`config.mk`:
```
export PLATFORM = sky130hd
export DESIGN_NAME = scaler_video
export DESIGN_NICKNAME = d
export VERILOG_FILES = /design/src/csync_pkg.sv /design/src/scaler_video.sv
export SDC_FILE = /design/constraint.sdc
export NUM_CORES = 1
export LEC_CHECK = 0
export BUFFER_PORTS_ARGS = -buffer_cell sky130_fd_sc_hd__buf_2
export CAP_MARGIN = 20
export CORE_MARGIN = 5
export CORE_UTILIZATION = 30
export CTS_BUF_LIST = sky130_fd_sc_hd__clkbuf_4 sky130_fd_sc_hd__clkbuf_8
export DETAILED_ROUTE_END_ITERATION = 12
export HOLD_SLACK_MARGIN = 0.08
export PLACE_DENSITY = 0.61
export SYNTH_ARGS = -nofsm -noshare
export SYNTH_HDL_FRONTEND = slang
export SYNTH_SLANG_ARGS = --single-unit
```
`constraint.sdc`:
```
create_clock -name clk_core_12288 -period 1.6 [get_ports clk_core_12288]
set_input_delay 0.24 -clock clk_core_12288 [delete_from_list [all_inputs] [get_ports clk_core_12288]]
set_output_delay 0.24 -clock clk_core_12288 [all_outputs]
set_load 0.01 [all_outputs]
```
`src/csync_pkg.sv`:
```
/*
  composite video shared definitions
  raster timing, frame store geometry, bridge region,
  scaler timing and resistor-ladder output codes
*/

`default_nettype none

package csync_pkg;

  // raster position, wide enough for 780 clocks and 262 lines
  typedef logic [9:0] coord_t;

  //////////////////////////////
  // composite raster
  //////////////////////////////

  localparam coord_t h_total        = 10'd780;
  localparam coord_t v_total        = 10'd262;
  // hsync occupies clocks 0..57
  localparam coord_t h_sync_end     = 10'd58;
  localparam coord_t h_active_start = 10'd144;
  // whole-line vsync on lines 0..2
  localparam coord_t v_sync_end     = 10'd3;
  localparam coord_t v_active_start = 10'd22;

  //////////////////////////////
  // frame store
  //////////////////////////////

  localparam int pix_w     = 4;
  localparam int fb_width  = 256;
  localparam int fb_height = 240;
  // eight pixels per 32-bit word
  localparam int fb_words  = fb_width * fb_height * pix_w / 32;
  localparam int fb_idx_w  = $clog2(fb_words);

  // each pixel is shown for two clocks
  localparam coord_t h_active_end = coord_t'(h_active_start + 2 * fb_width);
  localparam coord_t v_active_end = coord_t'(v_active_start + fb_height);

  // bridge address byte that selects the store
  localparam logic [7:0] fb_region = 8'h10;

  // bridge address, seen whole or as region plus byte offset
  typedef union packed {
    logic [31:0] raw;
    struct packed {
      logic [7:0]  region;
      logic [23:0] offset;
    } fields;
  } bridge_addr_u;

  //////////////////////////////
  // scaler raster
  //////////////////////////////

  localparam int sc_h_total  = 400;
  localparam int sc_v_total  = 512;
  localparam int sc_h_bporch = 10;
  localparam int sc_v_bporch = 10;
  localparam int sc_h_active = 320;
  localparam int sc_v_active = 240;
  // hs lands a few clocks after vs
  localparam int sc_hs_pos   = 3;
  localparam logic [7:0] sc_grey = 8'd60;

  // ladder codes, bit order {270, 330, 470}
  localparam logic [2:0] dac_sync    = 3'b000;
  localparam logic [2:0] dac_black   = 3'b001;
  localparam logic [2:0] dac_lvl_100 = 3'b110;
  localparam logic [2:0] dac_lvl_87  = 3'b101;
  localparam logic [2:0] dac_lvl_76  = 3'b011;
  localparam logic [2:0] dac_lvl_55  = 3'b100;
  localparam logic [2:0] dac_lvl_45  = 3'b010;
  localparam logic [2:0] dac_lvl_32  = 3'b001;

endpackage

`default_nettype wire

```
`src/scaler_video.sv`:
```
/*
  scaler video timing
  400 x 512 raster with a 320 x 240 grey active area
*/

`timescale 1ns/1ps
`default_nettype none

module scaler_video (
  input  wire          clk_core_12288,
  input  wire          reset_n,
  output logic [23:0]  video_rgb,
  output logic         video_de,
  output logic         video_hs,
  output logic         video_vs
);

  import csync_pkg::*;

  logic [9:0] x_cnt;
  logic [9:0] y_cnt;
  logic       in_window;

  // active area after the back porch on both axes
  assign in_window = (x_cnt >= sc_h_bporch) && (x_cnt < sc_h_bporch + sc_h_active) &&
                     (y_cnt >= sc_v_bporch) && (y_cnt < sc_v_bporch + sc_v_active);

  always_ff @(posedge clk_core_12288 or negedge reset_n) begin
    if (!reset_n) begin
      x_cnt     <= '0;
      y_cnt     <= '0;
      video_vs  <= 1'b0;
      video_hs  <= 1'b0;
      video_de  <= 1'b0;
      video_rgb <= '0;
    end else begin
      // line and frame counters
      if (x_cnt == sc_h_total - 1) begin
        x_cnt <= '0;
        if (y_cnt == sc_v_total - 1) begin
          y_cnt <= '0;
        end else begin
          y_cnt <= y_cnt + 10'd1;
        end
      end else begin
        x_cnt <= x_cnt + 10'd1;
      end

      // single-clock pulses, new frame then new line
      video_vs <= (x_cnt == '0) && (y_cnt == '0);
      video_hs <= (x_cnt == sc_hs_pos);

      // grey inside, black in the border
      video_de  <= in_window;
      video_rgb <= in_window ? {3{sc_grey}} : 24'h0;
    end
  end

  // hs pulse sits in the porch, clear of data enable
  a_hs_outside_de: assert property (
    @(posedge clk_core_12288) disable iff (!reset_n) !(video_de && video_hs)
  ) else $error("scaler hs during data enable");

endmodule

`default_nettype wire

```
## After elaboration in Yosys (flattened, before gate mapping)

Index checks and enable logic that the tools add are counted.

| word-level totals | value |
|---|---|
| register bits | 45 |
| bits in latches | 0 |
| memory bits (writable) | 0 |
| memory bits (read-only) | 0 |
| input port bits | 2 |
| output and inout port bits | 27 |
| logic and storage cells | 24 |
| memories | 0 |

| operators by class | value |
|---|---|
| add/sub/neg operators | 2 |
| $mul | 0 |
| divide/modulo/power cells | 0 |
| $lt $le $gt $ge | 4 |
| eq/ne operators | 3 |
| shift-type cells | 0 |
| muxes and demuxes | 3 |
| bitwise operators | 0 |
| reduce and logical (&&, ||, !) cells | 6 |

Operator list:

| operator | number |
|---|---|
| 22-bit 2-to-1 mux | 1 |
| 10-bit by 1-bit adder with 10-bit output, second input constant | 2 |
| 10-bit by 9-bit equality test with 1-bit output, second input constant | 2 |
| 10-bit by 4-bit greater-or-equal comparator with 1-bit output, second input constant | 2 |
| 10-bit logical NOT | 2 |
| 10-bit 2-to-1 mux | 2 |
| 10-bit by 2-bit equality test with 1-bit output, second input constant | 1 |
| 10-bit by 8-bit < comparator with 1-bit output, second input constant | 1 |
| 10-bit by 9-bit < comparator with 1-bit output, second input constant | 1 |
| 1-bit logical AND | 4 |

## Logic depth before layout (Yosys ltp)

| depth | value |
|---|---|
| depth after elaboration | 5 |
| depth in mapped cells | 6 |
| mapped depth without buffers | 5 |

## Worst setup path before layout

No wires, ideal clock.

| timing | value |
|---|---|
| path kind | register -> register |
| from | register x_cnt[4] |
| to | register y_cnt[9] |
| arrival | 1587 ps |
| required time | 1473 ps |
| path slack | -114 ps |
| cell stages (with the launch flop) | 5 |
| buffers on the path | 0 |
| period minus slack after synthesis | 1714 ps |
| cells stage by stage | dfrtp_1 > or4_4 > nor3_4 > nand4_1 > mux2_1 |

| between the ends | value |
|---|---|
| longest elaborated chain between the ends | 1 |

Ends and longest elaborated chain:

| what | RTL line | source |
|---|---|---|
| from (decl) | scaler_video.sv:20 | `logic [9:0] x_cnt;` |
| from (signal assigned) | scaler_video.sv:46 | `x_cnt <= x_cnt + 10'd1;` |
| 10-bit by 9-bit equality test with 1-bit output | scaler_video.sv:38 | `if (x_cnt == sc_h_total - 1) begin` |
| to (signal assigned) | scaler_video.sv:43 | `y_cnt <= y_cnt + 10'd1;` |
| to (decl) | scaler_video.sv:21 | `logic [9:0] y_cnt;` |

Every way passes these cells.
A chain may end at the register's enable or synchronous reset.

## Worst setup path in the final report

| timing | value |
|---|---|
| from | register x_cnt[5] |
| to | register y_cnt[4] |

Same word-level chain as after synthesis.

==> results.yml <==
worst_setup_path:
  worstPathMaxFanout: 6
  critPathArrivalTime_ps: 1950
  crit_path_start_kind: "register"
  cp.required_ps: 1800
  worst_setup_path_end_kind: "register"
  path_class: "register to register"
global_route:
  first_global_vias: 1001
  grt_pass1_wl_um: 4761
  antenna_found_initial: 0
  grt_max_degree: 24
  grt-ovfl-total: 0
  track_usage: 0.09540
finish:
  fin_util: 0.3803
  stdcell_count: 219
  regArea_um2: 575.6
  num_antenna_cells: 0
  multi_input_area_um2: 718.2
  nFillCells: 451
  drive_gt1_frac: 0.3653
  area_growth_pct: 20.52
  fin_area_mm2: 0.001690
  fin_nets: 176
floorplanning:
  chipHeight_um: 78.38
  initial_utilization: 0.3156
  fp-row-count: 24
  coreArea_mm2: 0.004444
  die_w_um: 78.38
  ios: 29
  dieArea_mm2: 0.006143
synth:
  synthCells: 139
  synth-seq-cells: 23
  seq_area_frac_synth: 0.4103
  ys_types: 41
  synth_area_leader_cell: "dfrtp_1"
  ys.flop_type: "dfrtp_1"
  synth-edff-count: 0
  synth_top_cell_area_share: 0.4103
  synth_area_per_cell_um2: 10.09
  ys_warn_count: 0
  ys_async_sr_fraction: 1.000
  syn-cell-area_mm2: 0.001403
  netlist_top_cells_area: "dfrtp_1 41%, buf_4 13%, ha_1 5.4%"
timing:
  holdWs_ps: 475.9
  skew_ps: 6.754
  period_share: 1.096
  setup_viol_count_final: 13
  worst_slew_pin_slew_ps: 517.4
  rsz0062_at_grt: "true"
  fin_crit_ps: 1753
  fmax_mhz: 570.4
  final.setup.worst_slack_ps: -153.0
  slew_headroom: 0.6551
  setup_tns_ps: -1194
  final-hold-violation-count: 0
  slew_viol_final: 0
place:
  gp_congestion: 0.8019
  dp_cells: 210
  dp_hpwl_um: 2092
  dp_slack_ps: -145.9
  place_area_mm2: 0.001548
  io_buffers: 16
routing:
  dr.pass1.iters: 4
  vias: 1009
  wire_per_inst_um: 13.05
  antenna_left: 0
  drt-total-wl_um: 2857
  vias_per_cell: 4.607
  drt_iter0_markers: 92
  drc_errors: 0
clock_tree:
  cts_tree: "yes"
  numCtsBuffers: 3
  clkTransAtPathRegs_ps: 80
  cts_max_path_buffers: 2
  cts.sinks: 23
  worstSkewPairLatency_ps: 270
  htreeDepth: 1
  root_buffer: "clkbuf_8"
min_path:
  hp-class: "input port to asynchronous set/reset pin"
job:
  cap_viol_max_count: 0
power_and_ir_drop:
  power_uw: 967.7
  ir_worst_vdd_mv: 0.3766
  p_per_area_mw_per_mm2: 572.5
  power.leakage_nw: 0.8829
run_status:
  outcome: "complete, but fails checks"
  violations: "setup timing"
-- layout make-up --
| cell class | instances | share of cell area |
|---|---|---|
| multi-input combinational | 95 | 0.4249 |
| sequential | 23 | 0.3405 |
| timing repair buffer | 41 | 0.1599 |
| tap | 52 | 0.03849 |
| clock buffer | 3 | 0.02443 |
| inverter | 4 | 0.008882 |
| clock inverter | 1 | 0.002961 |
-- cells by family (layout without fill, tap and decap cells) --
logic type,Yosys count,count (layout),synth area share
AND/OR/NAND/NOR,48,48,0.2105
flip-flops,23,23,0.4103
buffers and inverters,32,49,0.1552
multiplexers,2,2,0.01606
XOR/XNOR,10,10,0.06244
other,1,12,0.002674
AO/OA/AOI/OAI,17,17,0.08921
adder cells (fa/ha/maj),6,6,0.05352
-- what timing repair did --
item | CTS | global route
endpoints found under the setup margin | 14 | 15
hold buffers | 1 | 0
gates cloned | 0 | 0
gates resized for setup | 4 | 5
buffers inserted | 3 | 1
endpoints found under the hold margin | 23 | 0
pin swaps | 0 | 1
-- path summary, 6_finish.rpt --
path | slack, ps | to | depth (start not counted) | from
max | -150 | y_cnt[4] | 5 | x_cnt[5]
min | 480 | y_cnt[3] | 2 | reset_n
max reg2reg | -150 | y_cnt[4] | 5 | x_cnt[5]
min reg2reg | 540 | y_cnt[4] | 1 | y_cnt[4]
max in group asynchronous | 770 | x_cnt[2] | 2 | reset_n
min in group clk_core_12288 | 540 | y_cnt[4] | 1 | y_cnt[4]
-- routing by layer --
metal / track usage / vias up / share of wire
met1: 0.1228 / 478 / 0.45
met4: 0.02273 / 0 / 0.0060
met5: 0 / - / 0
met2: 0.1592 / 26 / 0.50
met3: 0.02632 / 4 / 0.042
li1: - / 501 / -
-- worst max-delay path, stage by stage (launching register included) --
cell and delay (ps):
dfrtp_1 390, or4_4 570, nor3_4 230, buf_4 160, and4_1 200, xor2_1 140
-- cell usage in the layout (no fill, tap or decap), drive strengths merged, types with 2 or more instances in the layout --
master / n
nor2b: 3
and3: 5
nor3: 4
o21ai: 4
ha: 6
dfrtp: 23
a21o: 2
nor4b: 2
a21bo: 2
a22o: 2
nor2: 9
mux2: 2
xor2: 4
inv: 4
nor4: 2
nand3: 4
buf: 40
nand2: 6
conb: 12
clkbuf: 3
nand4: 4
nand3b: 2
nand4b: 2
xnor2: 6
-- state kept, by name (all words and copies together), names as in the netlist --
signal,cells
x_cnt,10
video_rgb,1
y_cnt,10
video_vs,1
video_hs,1
-- synth_stat cells (2+ instances only) --
library cell  instances
nor2_1                9
nand3_1               4
nor4_1                2
buf_4                24
nor2b_1               3
a21o_1                2
a21bo_2               2
nor3_1                3
xor2_1                4
inv_1                 4
nand4_1               4
nand3b_1              2
a22o_1                2
and3_1                5
nand4b_1              2
dfrtp_1              23
clkbuf_1              3
ha_1                  6
xnor2_1               6
o21ai_0               3
nand2_1               6
-- report_power, final --
part	internal (mW)	total, mW	switching [mW]	leakage (nW)
clock	0.174	0.360	0.187	0.0255
sequential	0.581	0.581	0	0.307
combinational	0.00246	0.0267	0.0242	0.550
total	0.757	0.968	0.211	0.883
(Power assumes the default switching activity.)
