[config.mk]
export PLATFORM = sky130hd
export DESIGN_NAME = frame_timing
export DESIGN_NICKNAME = d
export VERILOG_FILES = /design/src/csync_pkg.sv /design/src/frame_timing.sv
export SDC_FILE = /design/constraint.sdc
export NUM_CORES = 1
export LEC_CHECK = 0
export CORE_UTILIZATION = 55
export CTS_CLUSTER_SIZE = 16
export DETAILED_ROUTE_END_ITERATION = 12
export DONT_BUFFER_PORTS = 1
export PLACE_DENSITY = 0.71
export RECOVER_POWER = 100
export SYNTH_ARGS = -nofsm -noshare
export SYNTH_HDL_FRONTEND = slang
export SYNTH_SLANG_ARGS = --single-unit
[constraint.sdc]
create_clock -name clk_core_12288 -period 2.9 [get_ports clk_core_12288]
set_input_delay 0.58 -clock clk_core_12288 [delete_from_list [all_inputs] [get_ports clk_core_12288]]
set_output_delay 0.58 -clock clk_core_12288 [all_outputs]
set_load 0.01 [all_outputs]
[src/csync_pkg.sv]
/*
  composite video shared definitions
  raster timing, frame store geometry, bridge region,
  scaler timing and resistor-ladder output codes
*/

`default_nettype none

package csync_pkg;

  // raster position, wide enough for 780 clocks and 262 lines
  typedef logic [9:0] coord_t;

  //////////////////////////////
  // composite raster
  //////////////////////////////

  localparam coord_t h_total        = 10'd780;
  localparam coord_t v_total        = 10'd262;
  // hsync occupies clocks 0..57
  localparam coord_t h_sync_end     = 10'd58;
  localparam coord_t h_active_start = 10'd144;
  // whole-line vsync on lines 0..2
  localparam coord_t v_sync_end     = 10'd3;
  localparam coord_t v_active_start = 10'd22;

  //////////////////////////////
  // frame store
  //////////////////////////////

  localparam int pix_w     = 4;
  localparam int fb_width  = 256;
  localparam int fb_height = 240;
  // eight pixels per 32-bit word
  localparam int fb_words  = fb_width * fb_height * pix_w / 32;
  localparam int fb_idx_w  = $clog2(fb_words);

  // each pixel is shown for two clocks
  localparam coord_t h_active_end = coord_t'(h_active_start + 2 * fb_width);
  localparam coord_t v_active_end = coord_t'(v_active_start + fb_height);

  // bridge address byte that selects the store
  localparam logic [7:0] fb_region = 8'h10;

  // bridge address, seen whole or as region plus byte offset
  typedef union packed {
    logic [31:0] raw;
    struct packed {
      logic [7:0]  region;
      logic [23:0] offset;
    } fields;
  } bridge_addr_u;

  //////////////////////////////
  // scaler raster
  //////////////////////////////

  localparam int sc_h_total  = 400;
  localparam int sc_v_total  = 512;
  localparam int sc_h_bporch = 10;
  localparam int sc_v_bporch = 10;
  localparam int sc_h_active = 320;
  localparam int sc_v_active = 240;
  // hs lands a few clocks after vs
  localparam int sc_hs_pos   = 3;
  localparam logic [7:0] sc_grey = 8'd60;

  // ladder codes, bit order {270, 330, 470}
  localparam logic [2:0] dac_sync    = 3'b000;
  localparam logic [2:0] dac_black   = 3'b001;
  localparam logic [2:0] dac_lvl_100 = 3'b110;
  localparam logic [2:0] dac_lvl_87  = 3'b101;
  localparam logic [2:0] dac_lvl_76  = 3'b011;
  localparam logic [2:0] dac_lvl_55  = 3'b100;
  localparam logic [2:0] dac_lvl_45  = 3'b010;
  localparam logic [2:0] dac_lvl_32  = 3'b001;

endpackage

`default_nettype wire

[src/frame_timing.sv]
/*
  composite frame timing
  780 clocks by 262 lines, registered position,
  composite sync and blank flags
*/

`timescale 1ns/1ps
`default_nettype none

module frame_timing (
  input  wire                clk_core_12288,
  input  wire                reset_n,
  output csync_pkg::coord_t  h_pos,
  output csync_pkg::coord_t  v_pos,
  output logic               sync,
  output logic               blank
);

  import csync_pkg::*;

  coord_t h_next;
  coord_t v_next;
  logic   sync_next;
  logic   blank_next;

  // next raster position, wraps per line and per frame
  always_comb begin
    h_next = h_pos + coord_t'(1);
    v_next = v_pos;
    if (h_pos == h_total - coord_t'(1)) begin
      h_next = '0;
      if (v_pos == v_total - coord_t'(1)) begin
        v_next = '0;
      end else begin
        v_next = v_pos + coord_t'(1);
      end
    end
  end

  // flags decoded from next position so they line up with h_pos and v_pos
  always_comb begin
    sync_next  = (h_next < h_sync_end) || (v_next < v_sync_end);
    blank_next = (h_next < h_active_start) || (h_next >= h_active_end) ||
                 (v_next < v_active_start) || (v_next >= v_active_end);
  end

  // (0,0) sits inside both windows
  always_ff @(posedge clk_core_12288 or negedge reset_n) begin
    if (!reset_n) begin
      h_pos <= '0;
      v_pos <= '0;
      sync  <= 1'b1;
      blank <= 1'b1;
    end else begin
      h_pos <= h_next;
      v_pos <= v_next;
      sync  <= sync_next;
      blank <= blank_next;
    end
  end

  // sync level only ever inside the blank window
  a_sync_in_blank: assert property (
    @(posedge clk_core_12288) disable iff (!reset_n) sync |-> blank
  ) else $error("composite sync outside blank");

endmodule

`default_nettype wire

## Word level (Yosys, flattened, before mapping)

Index checks and enable logic that the tools add are counted.

| word-level totals | value |
|---|---|
| register bits after elaboration | 22 |

| operators by class | value |
|---|---|
| add/subtract/negate cells | 2 |
| magnitude comparators | 6 |
| eq/ne operators | 2 |
| mux-type cells | 3 |
| reductions and logical operators | 4 |

Operator list:

| cell | number |
|---|---|
| $mux W10 | 3 |
| $add A10 B1 Y10 const B | 2 |
| $eq A10 B10 Y1 const B | 1 |
| $eq A10 B9 Y1 const B | 1 |
| $ge A10 B10 Y1 const B | 1 |
| $ge A10 B9 Y1 const B | 1 |
| $lt A10 B2 Y1 const B | 1 |
| $lt A10 B5 Y1 const B | 1 |
| $lt A10 B6 Y1 const B | 1 |
| $lt A10 B8 Y1 const B | 1 |
| $logic_or A1 B1 Y1 | 4 |

## Logic depth before layout (Yosys ltp)

| depth | value |
|---|---|
| depth in word-level cells | 6 |
| depth in mapped cells | 9 |

## Worst setup path after synthesis

No wires, ideal clock.

| timing path | value |
|---|---|
| path kind | register to register |
| start | register h_pos[6] |
| end | register blank |
| setup time | 0.084 ns |
| arrival time | 2.617 ns |
| required time | 2.816 ns |
| setup slack | 0.199 ns |
| stages on the path, launching flop included | 10 |
| path buffers | 3 |
| period minus slack after synthesis | 2.701 ns |
| cell sequence | dfrtp_1 > buf_6 > or2_1 > buf_6 > or4_4 > buf_6 > nor4_4 > o21bai_1 > or4_1 > a311o_1 |

| on the way | value |
|---|---|
| longest elaborated chain between the ends | 6 |

RTL lines:

| element | RTL line | text |
|---|---|---|
| start, declared | frame_timing.sv:13 | `output csync_pkg::coord_t h_pos,` |
| start signal, assigned | frame_timing.sv:55 | `h_pos <= h_next;` |
| $add A10 B1 Y10 or $eq A10 B10 Y1 (tied branches) | frame_timing.sv:28, frame_timing.sv:30 |  |
| $mux W10 | frame_timing.sv:30 | `if (h_pos == h_total - coord_t'(1)) begin` |
| $lt A10 B8 Y1 or $ge A10 B10 Y1 (tied branches) | frame_timing.sv:43 | `blank_next = (h_next < h_active_start) \|\| (h_next >= h_active_end) \|\|` |
| $logic_or A1 B1 Y1 (2 in a row) | frame_timing.sv:43 |  |
| $logic_or A1 B1 Y1 (*) | frame_timing.sv:44 | `(v_next < v_active_start) \|\| (v_next >= v_active_end);` |
| named net blank_next | frame_timing.sv:24 | `logic blank_next;` |
| end signal, assigned | frame_timing.sv:58 | `blank <= blank_next;` |
| end, declared | frame_timing.sv:16 | `output logic blank` |

Mark *: on every way through the listed nets, which the timed path passes. The rest lies on a longest branch.

## Final worst setup path

| timing path | value |
|---|---|
| start | register h_pos[1] |
| end | register blank |

Same word-level chain as after synthesis.

==> out/qor.log <==
qor: setup_path.crit_path_max_incr_delay 0.59 ns
qor: synth.synth_flop_cell dfrtp_1
qor: cells_and_area.fin_nets 159
qor: clock_network.clock_latency_late_sink 0.31 ns
qor: floorplan.die_width 51.66 µm
qor: clock_network.cts-root-to-sink-buffers 2
qor: timing.tcrit_tclk_final 94.87%
qor: synth.cell_area_after_synthesis 1356 µm²
qor: synth.syn_inst 142
qor: timing.period_minus_slack 2.751 ns
qor: setup_path.timing.critical_path.cells ha_2 > nand3b_1 > or4_4 > nor4_4 > o21bai_1 > or4_1 > a311o_1
qor: global_routing.grt_usage 27.09%
qor: place.placement.cell_area 1431 µm²
qor: floorplan.starting_utilization_of_the_core_area 59.59%
qor: synth.synth_seq_area_share 40.77%
qor: synth.synth.yosys.warnings 0
qor: synth.synth_largest_area_cell dfrtp_1
qor: synth.synth_enable_flop_cells 0
qor: global_routing.grt.busiest_layer met2
qor: timing.clock_skew 0.003048 ns
qor: global_routing.initial_antenna_violation_count 0
qor: global_routing.groute.layer.met3.usage 6.140%
qor: detailed_routing.routedWlPerCell 17.48 µm
qor: timing.number_of_slew_limit_violations_in_the_final_report 0
qor: detailed_routing.drt-pass1-iter-count 4
qor: floorplan.floorplan.die_area 2669 µm²
qor: cells_and_area.number_of_diodes 0
qor: power.clock_power_share 32.4%
qor: synth.ys_ff_latch 22
qor: timing.rsz_0062_raised_after_global_routing false
qor: setup_path.critical_path.endpoint_type register
qor: detailed_routing.drc_errors 0
qor: synth.postSynthAreaPerCell 9.551 µm²
qor: global_routing.first_global_vias 1,102
qor: power.share_comb_of_total_power 1.3%
qor: clock_network.tritoncts yes
qor: setup_path.worst_ep_arrival_time 3.00 ns
qor: synth.postSynth.asyncResetShare 100.0%
qor: setup_path.setup.worst_path.start_class register
qor: synth.ranking_of_synthesized_cells_by_area dfrtp_1 (37%), xnor2_1 (5.2%), nor3_1 (4.4%)
qor: setup_path.timing.critical_path.buf_inv 0
qor: power.fin_total_pwr 0.0004629 W
qor: synth.synth.top_cell.area_share 36.90%
qor: place.place_congestion 0.8432
qor: global_routing.grt_overflow 0
qor: synth.synth.lib_cells_used.distinct 47
qor: detailed_routing.antenna_left 0
qor: run_status.outcome completed
qor: detailed_routing.routed-via-count 1,149
qor: timing.max_freq 363.5 MHz
qor: timing.worst_slew_margin_rel 39.71%
qor: clock_network.inserted_clock_buffers 3
qor: power.power-per-cell-area 322.8 nW/µm²
qor: floorplan.floorplan.io_pins 24
qor: cells_and_area.area_delta_synth_final 5.720%
qor: clock_network.number_of_h_tree_branching_levels 1
qor: clock_network.post_cts.repair.setup_buffers 0
qor: synth.synth_commonest_cells dfrtp_1 (20), nor3_1 (12), nor2_1 (9)
qor: timing.timing.final.hold_violations 0
qor: global_routing.grt_start_max_net_pins 21
qor: clock_network.ctsRootBufferMaster clkbuf_4
qor: synth.yosysMostFrequentCell dfrtp_1
qor: setup_path.category_of_cells_accounting_for_the_largest_share_of_critical_path_delay simple AND/OR/NAND/NOR gates
qor: cells_and_area.postLayoutCellArea 1434 µm²
qor: timing.max_slew.worst_pin.slew 0.9014 ns
qor: clock_network.path_clk_slew 0.12 ns
qor: floorplan.die-height 51.66 µm
qor: place.portBuffers 0
qor: power.sequentialPowerShare 66.3%
qor: detailed_routing.drt_iter0_drc 21
qor: setup_path.critical_path_class reg -> reg
qor: floorplan.rows 17
qor: power.proportion_of_total_power_due_to_net_switching 21.95%
qor: setup_path.critical_path_rt 3.15 ns
qor: global_routing.grt_first_pass_wirelength 5.161 mm
qor: clock_network.cts_sinks 22
qor: power.p_int 0.0003613 W
qor: synth.synth_nets 147
qor: place.place_hpwl 2.311 mm
qor: power.worst_voltage_drop_across_the_vdd_grid 0.0002727 V
qor: timing.setup_violations 0
qor: global_routing.gr-usage-met2 39.61%
qor: job.cap_viol_max_count 0
qor: setup_path.timing.critical_path.slowest_stage_cell or4_4
qor: setup_path.worstPathMaxFanout 7
qor: global_routing.grt.met1_usage 38.85%
qor: detailed_routing.drt-total-wl 3.163 mm
qor: power.p_leak 0.6028 nW
qor: power.switching_power 0.0001016 W
qor: timing.fin_setup_tns 0 ns
qor: detailed_routing.via_per_inst 6.348
qor: floorplan.core_footprint 2276 µm²
qor: cells_and_area.drive_above_1_share 4.575%
qor: min_path.min_path_type in -> async
metal layers:
layer / vias to the layer above / wire, µm
li1: 544 / -
met3: 4 / 204
met1: 559 / 1467
met2: 42 / 1451
met4: 0 / 39
met5: - / 0
final timing paths:
check,endpoint,startpoint,depth (start not counted),slack [ns]
worst max-delay path,blank$_DFF_PN1_,h_pos[1]$_DFF_PN0_,7,0.15
worst max register to register,blank$_DFF_PN1_,h_pos[1]$_DFF_PN0_,7,0.15
max in group asynchronous,h_pos[9]$_DFF_PN0_,reset_n,1,1.52
worst min register to register,v_pos[6]$_DFF_PN0_,v_pos[6]$_DFF_PN0_,1,0.64
worst min-delay path,blank$_DFF_PN1_,reset_n,0,0.09
min in group clk_core_12288,v_pos[6]$_DFF_PN0_,v_pos[6]$_DFF_PN0_,1,0.64
worst register-to-register path: stages (launching register included):
cell and delay [ns]:
dfrtp_1 0.44, ha_2 0.28, nand3b_1 0.17, or4_4 0.59, nor4_4 0.25, o21bai_1 0.14
or4_1 0.49, a311o_1 0.33
layout make-up:
| cell class | count | area, µm² |
|---|---|---|
| Clock buffer | 4 | 26.28 |
| Fill cell | 205 | 842.1 |
| Multi-Input combinational cell | 108 | 742.0 |
| Timing Repair Buffer | 12 | 51.30 |
| Tap cell | 28 | 35.03 |
| Inverter | 7 | 26.28 |
| Sequential cell | 22 | 553.0 |
logic make-up after synthesis:
kind of cell    share of synthesized area [%]
flops                                   40.77
compound gates                          13.38
mux                                     2.306
buf+inv                                 5.073
fa+ha+maj                               2.768
xor+xnor                                9.041
simple gates                            26.66
cells in the final DEF, fill, tap and decap left out, types with 3 or more instances in the layout:
master / instances
dfrtp_1: 20
nor3_1: 12
clkbuf_1: 12
nor2_1: 9
nand3_1: 8
xnor2_1: 8
inv_1: 7
xor2_1: 6
nand2_1: 5
o21ai_0: 5
and3_1: 4
a31oi_1: 4
nand2b_1: 4
o21a_1: 3
clkbuf_4: 3
power groups by stage:
stage	clock network [W]	logic [W]	registers, W
6_report	0.000150	0.00000612	0.000307
2_1_floorplan	0	0.000000000308	0.000313
5_1_grt	0.000167	0.00000758	0.000307
3_5_place_dp	0	0.000000000343	0.000313
3_3_place_gp	0	0.000000000343	0.000313
4_1_cts	0.000152	0.00000667	0.000307
what timing repair did:
| action | CTS | global route |
|---|---|---|
| hold endpoints to repair | 20 | 0 |
| hold buffers | 1 | 0 |
| endpoints found under the setup margin | 0 | 2 |
| resized for setup | 0 | 3 |
metrics by stage:
step | utilization, % | cells | worst slack [ns] | hold WS, ns
2_1_floorplan | - | 142 | 0.1992 | 0.2844
3_3_place_gp | 62.89 | 176 | 0.2256 | 0.2848
3_5_place_dp | 62.89 | 176 | 0.1059 | 0.2848
4_1_cts | 64.49 | 181 | 0.08864 | 0.09356
5_1_grt | 63.00 | 181 | 0.01759 | 0.07530
6_report | 63.00 | 181 | 0.1489 | 0.09388
state kept, by name (all words and copies together) (netlist names):
signal	count
sync	1
h_pos	10
v_pos	10
blank	1
No activity file was read; power rests on OpenSTA's default activity.
