**src/csync_pkg.sv**
```systemverilog
/*
  composite video shared definitions
  raster timing, frame store geometry, bridge region,
  scaler timing and resistor-ladder output codes
*/

`default_nettype none

package csync_pkg;

  // raster position, wide enough for 780 clocks and 262 lines
  typedef logic [9:0] coord_t;

  //////////////////////////////
  // composite raster
  //////////////////////////////

  localparam coord_t h_total        = 10'd780;
  localparam coord_t v_total        = 10'd262;
  // hsync occupies clocks 0..57
  localparam coord_t h_sync_end     = 10'd58;
  localparam coord_t h_active_start = 10'd144;
  // whole-line vsync on lines 0..2
  localparam coord_t v_sync_end     = 10'd3;
  localparam coord_t v_active_start = 10'd22;

  //////////////////////////////
  // frame store
  //////////////////////////////

  localparam int pix_w     = 4;
  localparam int fb_width  = 256;
  localparam int fb_height = 240;
  // eight pixels per 32-bit word
  localparam int fb_words  = fb_width * fb_height * pix_w / 32;
  localparam int fb_idx_w  = $clog2(fb_words);

  // each pixel is shown for two clocks
  localparam coord_t h_active_end = coord_t'(h_active_start + 2 * fb_width);
  localparam coord_t v_active_end = coord_t'(v_active_start + fb_height);

  // bridge address byte that selects the store
  localparam logic [7:0] fb_region = 8'h10;

  // bridge address, seen whole or as region plus byte offset
  typedef union packed {
    logic [31:0] raw;
    struct packed {
      logic [7:0]  region;
      logic [23:0] offset;
    } fields;
  } bridge_addr_u;

  //////////////////////////////
  // scaler raster
  //////////////////////////////

  localparam int sc_h_total  = 400;
  localparam int sc_v_total  = 512;
  localparam int sc_h_bporch = 10;
  localparam int sc_v_bporch = 10;
  localparam int sc_h_active = 320;
  localparam int sc_v_active = 240;
  // hs lands a few clocks after vs
  localparam int sc_hs_pos   = 3;
  localparam logic [7:0] sc_grey = 8'd60;

  // ladder codes, bit order {270, 330, 470}
  localparam logic [2:0] dac_sync    = 3'b000;
  localparam logic [2:0] dac_black   = 3'b001;
  localparam logic [2:0] dac_lvl_100 = 3'b110;
  localparam logic [2:0] dac_lvl_87  = 3'b101;
  localparam logic [2:0] dac_lvl_76  = 3'b011;
  localparam logic [2:0] dac_lvl_55  = 3'b100;
  localparam logic [2:0] dac_lvl_45  = 3'b010;
  localparam logic [2:0] dac_lvl_32  = 3'b001;

endpackage

`default_nettype wire

```
**src/composite_dac.sv**
```systemverilog
/*
  composite level encoder
  pixel, blank and sync onto the three resistor-ladder pins
*/

`timescale 1ns/1ps
`default_nettype none

module composite_dac (
  input  wire                         clk_core_12288,
  input  wire                         reset_n,
  input  wire [csync_pkg::pix_w-1:0]  pixel,
  input  wire                         sync,
  input  wire                         blank,
  output logic                        dac_270ohm,
  output logic                        dac_330ohm,
  output logic                        dac_470ohm
);

  import csync_pkg::*;

  logic       sync_d;
  logic       blank_d;
  logic [2:0] level;

  // six brightness steps
  always_comb begin
    if (pixel >= 4'd12) begin
      level = dac_lvl_100;
    end else if (pixel >= 4'd9) begin
      level = dac_lvl_87;
    end else if (pixel >= 4'd6) begin
      level = dac_lvl_76;
    end else if (pixel >= 4'd4) begin
      level = dac_lvl_55;
    end else if (pixel >= 4'd2) begin
      level = dac_lvl_45;
    end else begin
      level = dac_lvl_32;
    end
  end

  always_ff @(posedge clk_core_12288 or negedge reset_n) begin
    if (!reset_n) begin
      sync_d  <= 1'b1;
      blank_d <= 1'b1;
      {dac_270ohm, dac_330ohm, dac_470ohm} <= dac_sync;
    end else begin
      // flags one stage late, matching the store read
      sync_d  <= sync;
      blank_d <= blank;
      if (sync_d) begin
        {dac_270ohm, dac_330ohm, dac_470ohm} <= dac_sync;
      end else if (blank_d) begin
        {dac_270ohm, dac_330ohm, dac_470ohm} <= dac_black;
      end else begin
        {dac_270ohm, dac_330ohm, dac_470ohm} <= level;
      end
    end
  end

  // all three on would exceed the top level
  a_no_overdrive: assert property (
    @(posedge clk_core_12288) disable iff (!reset_n)
    !(dac_270ohm && dac_330ohm && dac_470ohm)
  ) else $error("ladder driven above white level");

endmodule

`default_nettype wire

```
**config.mk**
```make
export PLATFORM = sky130hd
export DESIGN_NAME = composite_dac
export DESIGN_NICKNAME = d
export VERILOG_FILES = /design/src/csync_pkg.sv /design/src/composite_dac.sv
export SDC_FILE = /design/constraint.sdc
export NUM_CORES = 1
export LEC_CHECK = 0
export BUFFER_PORTS_ARGS = -buffer_cell sky130_fd_sc_hd__clkbuf_2
export CAP_MARGIN = 5
export CORE_AREA = 4 4 41 43
export DETAILED_ROUTE_END_ITERATION = 10
export DIE_AREA = 0 0 45 47
export GPL_ROUTABILITY_DRIVEN = 1
export GPL_TIMING_DRIVEN = 0
export SLEW_MARGIN = 20
export SYNTH_ARGS = -nofsm -noshare
export SYNTH_HDL_FRONTEND = slang
export SYNTH_SLANG_ARGS = --single-unit
export TNS_END_PERCENT = 30
```
**constraint.sdc**
```tcl
create_clock -name clk_core_12288 -period 1.8 [get_ports clk_core_12288]
set_input_delay 0.18 -clock clk_core_12288 [delete_from_list [all_inputs] [get_ports clk_core_12288]]
set_output_delay 0.18 -clock clk_core_12288 [all_outputs]
set_load 0.01 [all_outputs]
```
---- Word-level counts from Yosys, hierarchy flattened ----
Cells that the tools add are included.
operators by class
  $lt $le $gt $ge ......................... 5
  muxes and demuxes ....................... 11
operators with widths
  operator              number
  $mux W3               4
  $ge A4 B3 Y1 const B  2
  $ge A4 B4 Y1 const B  2
  $mux W1               6
  $ge A4 B2 Y1 const B  1
  $mux W2               1
word-level totals
  input port bits ......................... 8
  output and inout bits ................... 3
  logic and storage cells ................. 21
  register bits after elaboration ......... 5

---- Longest topological paths before layout ----
Gate-level depths: netlist of run 1.
  depth after elaboration ................. 8
  mapped depth ............................ 2
  depth with buffers taken out ............ 2

---- Worst setup path before layout of run 1 ----
OpenSTA, ideal clock, no wires.
  path kind ............................... register to register
  from .................................... register blank_d
  to ...................................... register dac_470ohm
  path slack .............................. 957 ps
  data arrival time ....................... 757 ps
  required time ........................... 1713 ps
  library setup time ...................... 87 ps
  stages on the path, launching flop included .. 3
  clock period less this slack ............ 843 ps
  path buffers ............................ 0
  cell sequence ........................... dfstp_2 -> nor2b_1 -> a211oi_2
between the ends
  longest elaborated chain between the ends .. 2
ends and longest elaborated chain
  what                    line                 source
  start, declared         composite_dac.sv:23  logic blank_d;
  start signal, assigned  composite_dac.sv:51  blank_d <= blank;
  $mux W1                 composite_dac.sv:54  end else if (blank_d) begin
  $mux W1                 composite_dac.sv:52  if (sync_d) begin
  end signal, assigned    composite_dac.sv:53  {dac_270ohm, dac_330ohm, dac_470ohm} <= dac_sync;
  end signal, assigned    composite_dac.sv:55  {dac_270ohm, dac_330ohm, dac_470ohm} <= dac_black;
  end signal, assigned    composite_dac.sv:57  {dac_270ohm, dac_330ohm, dac_470ohm} <= level;
  end, declared           composite_dac.sv:17  output logic dac_470ohm
No other way between the ends.

---- Final worst setup path of run 1 ----
  from .................................... register dac_470ohm
  to ...................................... output dac_470ohm
RTL lines
  what                    line                 source
  start signal, assigned  composite_dac.sv:47  {dac_270ohm, dac_330ohm, dac_470ohm} <= dac_sync;
  start signal, assigned  composite_dac.sv:53
  start signal, assigned  composite_dac.sv:55
No word-level cell between the ends.

==> reports/metrics.cfg, run 1 <==
[power_and_ir_drop]
powerDensity_nw_per_um2 = 885
p_total_uw = 280
irDropWorstVdd_uv = 387
p_leak_uw = 0.000146

[routing]
drc = 0
via_per_inst = 3.63
drtIter0Drc = 13
drtPass1Iterations = 3
vias = 167
ant_nets = 0
wire_per_inst_um = 8.89
drt_wl_total_um = 409

[clocking]
clock_sinks = 5
cts_buffer_depth = 2
cts_resized = 0
cts_tree = yes
clkTransAtPathRegs_ns = 0.04
htree_num_levels = 1
clk_latency_ns = 0.24
cts_made_buffers = 3
cts_root_buf = clkbuf_4

[synthesis]
syn_area_sq_um = 211
synth_warnings = 0
synth_seq_cells = 5
yosysSeqAreaShare_pct = 60.4
avgSynthCellArea_sq_um = 13.2
synthCells = 16
synth_fp_nets = 24
synth_cell_types = 10

[cells_and_area]
nets = 40
drive_gt1_share_pct = 58.1
num_antenna_cells = 0
final_common_cell = clkbuf_2
final_cell_mix = clkbuf_2, nand2b_1, clkbuf_4, dfrtp_1
area_growth_pct = 49.7
final_area_sq_um = 317
nFillCells = 149

[global_route]
grt_pass1_vias = 190
grt.overflow.total = 0
track_usage_pct = 5.65
antenna_found_initial = 0
grt_pass1_wl_um = 752
grt_start_max_net_pins = 7

[die]
io_pins = 11
dieWidth_um = 45
rows = 13
die-area_sq_um = 2120
die_h_um = 47
initial_utilization_pct = 16.3
coreArea_sq_um = 1300

[setup_path]
crit_family = flip-flops
crit_path_start = dac_470ohm
critPathSlowestCell = dfrtp_1
end_kind = output port
cp_slowest_stage_delay_ns = 0.35
path_cells = clkbuf_2
critPathKind = reg2out
critPathBufInv = 1
cp_num_cells = 1
reg2reg_setup_slack_ns = 0.93
setup.worst_path.start_class = flop
cp_max_fo = 1
cp.required_ns = 1.62
cp-endpoint = dac_470ohm
r2r_start = blank_d
rr_endpoint = dac_470ohm
arrival_ns = 0.71
reg2reg_depth = 2

[timing]
finalSetupViolations = 0
fin_skew_ns = 0.00486
fmax_mhz = 1120
setup_tns_ns = 0
finalCritPeriodShare_pct = 49.7
worst_pin_slew_ns = 0.239
grt_setup_unrepaired = no
relSlewSlack_pct = 84.0
slew_violations = 0
period_minus_slack_ns = 0.894
hold_viol = 0

[worst_hold_path]
min-delay-path-class = in2reg

[outcome]
status = complete, no violations

[placement]
io_buffers = 10
dpl.hpwl_um = 352
place_congestion = 0.720
placed_area_sq_um = 280

[flow_run]
drv_cap = 0

-- Yosys cell counts, drive strengths merged --
cell	count	area share, %
a21boi	1	3.6
nor2	2	3.6
nor4b	1	7.1
nor2b	1	3.0
o21ai	1	2.4
dfrtp	3	36
a211oi	1	5.9
nand2b	3	8.9
dfstp	2	25
o221a	1	5.3
-- state kept, by name, indices dropped and copies added (netlist names) --
name        count
blank_d         1
sync_d          1
dac_270ohm      1
dac_470ohm      1
dac_330ohm      1
-- routing by layer --
metal  vias up  track usage (%)  part of all wire, %
li1         86                -                    -
met1        66             6.03                   47
met2        15             6.50                   32
met3         0             6.13                   21
met4         0             3.51                    0
met5         -                0                    0
-- power by group --
part | total [uW] | internal [uW] | switching [uW]
Sequential | 123 | 121 | 2.53
Combinational | 30.9 | 16.0 | 14.9
Clock | 126 | 83.6 | 42.4
-- cells by family after synthesis --
logic type / Yosys count / share of synthesized area [%]
and+or+nand+nor: 7 / 22.5
DFF: 5 / 60.4
AOI/OAI and AO/OA: 4 / 17.2
-- worst min-delay path by stage --
stage / from / end / slack (ns) / cells after the start
6_report: sync / sync_d / 0.03 / 1
5_1_grt: blank / blank_d / 0.01 / 1
4_1_cts: sync / sync_d / 0.02 / 1
3_5_place_dp: reset_n / dac_270ohm / 0.003 / 1
3_3_place_gp: reset_n / dac_270ohm / 0.0003 / 1
2_1_floorplan: reset_n / dac_270ohm / -0.12 / 0
-- through the flow --
stage	utilization (%)	std cells	hold slack (ns)	setup slack, ns
after global routing	24.3	46	0.00993	0.868
after CTS	24.3	46	0.0195	0.894
after global placement	21.5	41	0.000325	0.932
after floorplan	-	16	-0.116	0.957
final	24.3	46	0.0255	0.906
after detailed placement	21.5	41	0.00285	0.930
-- cell type report --
type	count	area, sq um	share of cell area, %
flip-flops and latches	5	128	40.3
multi-input cells	11	83.8	26.5
repair buffers	11	60.1	19.0
clock buffers	4	26.3	8.30
well taps	15	18.8	5.93
-- what timing repair did --
action | 4_1_cts | 5_1_grt
endpoints found under the hold margin | 5 | 0
hold buffers | 1 | 0
buffers inserted | 0 | 0
(Power assumes the default switching activity.)
==> inputs of run 2 (changes only) <==
--- a/config.mk
+++ b/config.mk
@@ -5,6 +5,7 @@
 export SDC_FILE = /design/constraint.sdc
 export NUM_CORES = 1
 export LEC_CHECK = 0
+export ABC_AREA = 1
 export BUFFER_PORTS_ARGS = -buffer_cell sky130_fd_sc_hd__clkbuf_2
 export CAP_MARGIN = 5
 export CORE_AREA = 4 4 41 43
==> constraint.sdc (replaced) <==
create_clock -name clk_core_12288 -period 0.9 [get_ports clk_core_12288]
set_input_delay 0.09 -clock clk_core_12288 [delete_from_list [all_inputs] [get_ports clk_core_12288]]
set_output_delay 0.09 -clock clk_core_12288 [all_outputs]
set_load 0.01 [all_outputs]
==> run 2 against run 1 <==
  * First-iteration DRC count shrank 100%
  * Clock skew decreased by 0.0038 ns
  * Synthesized cell count is 44% higher
  * Critical endpoint is now dac_270ohm
  * Wire length fell by 0.73%
  * Utilization increased by 2.4 points
  * Total power up 110%
  * Global-route usage grew 0.15 points
  * Largest cell class unchanged
  * Via count increased by 20%
  * Combinational power increased to 2.6 times the previous value
  * Critical path type unchanged
==> reports/metrics.cfg, run 2 <==
[timing]
setup_tns_ns = 0  ; unchanged
worst_pin_slew_ns = 0.131  ; -0.108 ns
grt_setup_unrepaired = no
slew_violations = 0  ; unchanged
setup_ws_ns = 0.102  ; -0.804 ns
finalSetupViolations = 0  ; unchanged
fmax_mhz = 1250
hold_viol = 0  ; unchanged
fin_skew_ns = 0.00101  ; -0.00385 ns
relSlewSlack_pct = 91.3  ; +7.2 points
period_minus_slack_ns = 0.798
finalCritPeriodShare_pct = 88.7

[cells_and_area]
final_area_sq_um = 348  ; +9.9%
final_cell_mix = clkbuf_2, nand2_1
area_growth_pct = 56.2
nets = 49  ; +23%
drive_gt1_share_pct = 55.0  ; -3.1 points
num_antenna_cells = 0  ; unchanged
final_common_cell = clkbuf_2

[synthesis]
synth_warnings = 0  ; unchanged
async_reset_ff_share_pct = 100  ; unchanged
ys.flop_type = dfrtp_1
synth_cell_types = 12  ; +2
synth.top_cells.by_count = nand2_1, dfrtp_1, nor2_1
synth_area_leaders = dfrtp_1, dfstp_2, nand2_1
synthAdderAreaFrac_pct = 0  ; unchanged
synth-xor-area-share_pct = 0  ; unchanged
synth_edf_count = 0  ; unchanged
yosysSeqAreaShare_pct = 57.3  ; -3.1 points
synthCells = 23  ; +7
synth_top_family_by_area = simple AND/OR/NAND/NOR gates
syn_area_sq_um = 223  ; +5.3%
synth_seq_cells = 5  ; unchanged
synth-compound-area-share_pct = 3.93  ; -13 points
yosys.area.top_type = dfrtp_1
synthMuxAreaShare_pct = 0  ; unchanged
yosysMostFrequentCell = nand2_1
yosys.area.top_type_share_pct = 33.7  ; -1.8 points
avgSynthCellArea_sq_um = 9.68  ; -27%
synth_fp_nets = 31  ; +29%
synthSimpleGateAreaFrac_pct = 33.7  ; +11 points

[clocking]
htree_num_levels = 1  ; unchanged
cts_made_buffers = 3  ; unchanged
cts_tree = yes
cts_buffer_depth = 2  ; unchanged
clock_sinks = 5  ; unchanged
cts_root_buf = clkbuf_4
post-cts-setup-buffers = 0  ; unchanged
clk_latency_ns = 0.24  ; about the same
clkTransAtPathRegs_ns = 0.04  ; about the same

[setup_path]
crit_family = flip-flops
critPathSlowestCell = dfrtp_1
critPathKind = reg2out
reg2reg_setup_slack_ns = 0.12  ; -0.81 ns
r2r_start = sync_d
cp_max_fo = 1  ; unchanged
reg2reg_depth = 3  ; +1
arrival_ns = 0.71  ; about the same
cp.required_ns = 0.81  ; -0.81 ns
setup.worst_path.start_class = flop
end_kind = output port
cp_slowest_stage_delay_ns = 0.35  ; about the same
critPathBufInv = 1  ; unchanged
rr_endpoint = dac_270ohm
path_cells = clkbuf_2

[power_and_ir_drop]
p_total_uw = 576  ; +110%
p_seq_share_pct = 42.6  ; -1.4 points
p_sw_share_pct = 22.4  ; +1.1 points
irDropWorstVdd_uv = 719  ; +86%
p_int_uw = 447  ; +100%
p_sw_uw = 129  ; +120%
powerDensity_nw_per_um2 = 1660  ; +87%
pwr-share-comb_pct = 13.7  ; +2.7 points
clockPowerShare_pct = 43.7  ; -1.3 points
p_leak_uw = 0.000187  ; +28%

[flow_run]
drv_cap = 0  ; unchanged

[placement]
dpl.hpwl_um = 333  ; -5.3%
io_buffers = 10  ; unchanged
place_congestion = 0.739  ; +2.6%
preCtsSetupSlack_ns = 0.119  ; -0.810 ns
placed_area_sq_um = 292  ; +4.0%

[routing]
vias = 200  ; +20%
drtPass1Iterations = 1  ; -2
drc = 0  ; unchanged
via_per_inst = 3.64  ; +0.16%
ant_nets = 0  ; unchanged
drt_wl_total_um = 406  ; -0.73%
drtIter0Drc = 0  ; -13
wire_per_inst_um = 7.38  ; -17%

[die]
dieWidth_um = 45  ; unchanged
io_pins = 11  ; unchanged
die_h_um = 47  ; unchanged
die-area_sq_um = 2120  ; unchanged
coreArea_sq_um = 1300  ; unchanged
rows = 13  ; unchanged
initial_utilization_pct = 17.1  ; +0.87 points

[worst_hold_path]
min_to = dac_470ohm
hp-start = pixel[1]
min-delay-path-class = in2reg
holdPathStages = 3  ; +2

[global_route]
grt_start_max_net_pins = 6  ; -1
grt_pass1_wl_um = 745  ; -0.93%
grt.overflow.total = 0  ; unchanged
grt_pass1_vias = 216  ; +14%
antenna_found_initial = 0  ; unchanged
track_usage_pct = 5.80  ; +0.15 points

[outcome]
status = complete, no violations

[run 2: worst min-delay path, stage by stage]
cell and delay (ns):
clkbuf_2 0.11, nand3_1 0.10, a21oi_2 0.05
[run 2: area by class of cell]
cell class,count,area (sq um)
clock buffers,4,26.3
fillers,153,953
inverters,3,11.3
multi-input cells,15,83.8
flip-flops and latches,5,128
well taps,15,18.8
repair buffers,13,80.1
[run 2: routing by layer]
layer	GRT usage [%]	wire length, um	vias up
li1	-	-	103
met3	7.66	79	0
met4	3.51	0	0
met2	7.91	194	11
met5	0	0	-
met1	4.40	133	86
[run 2: power groups by stage]
| stage | registers [uW] | logic (uW) | clock network [uW] |
|---|---|---|---|
| final | 245 | 79.0 | 252 |
| after detailed placement | 248 | 70.5 | 0 |
| after CTS | 245 | 80.5 | 262 |
| after global routing | 246 | 90.3 | 295 |
| after global placement | 249 | 69.1 | 0 |
| after floorplan | 253 | 31.2 | 0 |
[run 2: timing repair]
item | in CTS | in global routing
setup endpoints to repair | 0 | 0
hold buffers | 3 | 0
endpoints found under the hold margin | 7 | 0
gates resized for setup | 0 | 0
[run 2: worst max path at each step]
| stage | cells past startpoint | end | from | slack, ns |
|---|---|---|---|---|
| 6_report | 1 | dac_270ohm | dac_270ohm | 0.10 |
| 5_1_grt | 3 | dac_270ohm | sync_d | 0.05 |
| 4_1_cts | 1 | dac_270ohm | dac_270ohm | 0.09 |
| 3_5_place_dp | 3 | dac_270ohm | sync_d | 0.12 |
| 3_3_place_gp | 3 | dac_270ohm | sync_d | 0.12 |
| 2_1_floorplan | 3 | dac_270ohm | sync_d | 0.14 |
[run 2: kinds of logic after synthesis]
logic type	after synthesis
buffers and inverters	3
and+or+nand+nor	14
DFF	5
AOI/OAI and AO/OA	1
[run 2: through the flow]
step                      utilization (%)  std cells  hold WS, ns
after floorplan                         -         23       -0.206
after global placement               22.4         48      -0.0900
after detailed placement             22.4         48      -0.0894
after CTS                            26.7         55        0.145
after global routing                 26.7         55        0.150
final                                26.7         55        0.146
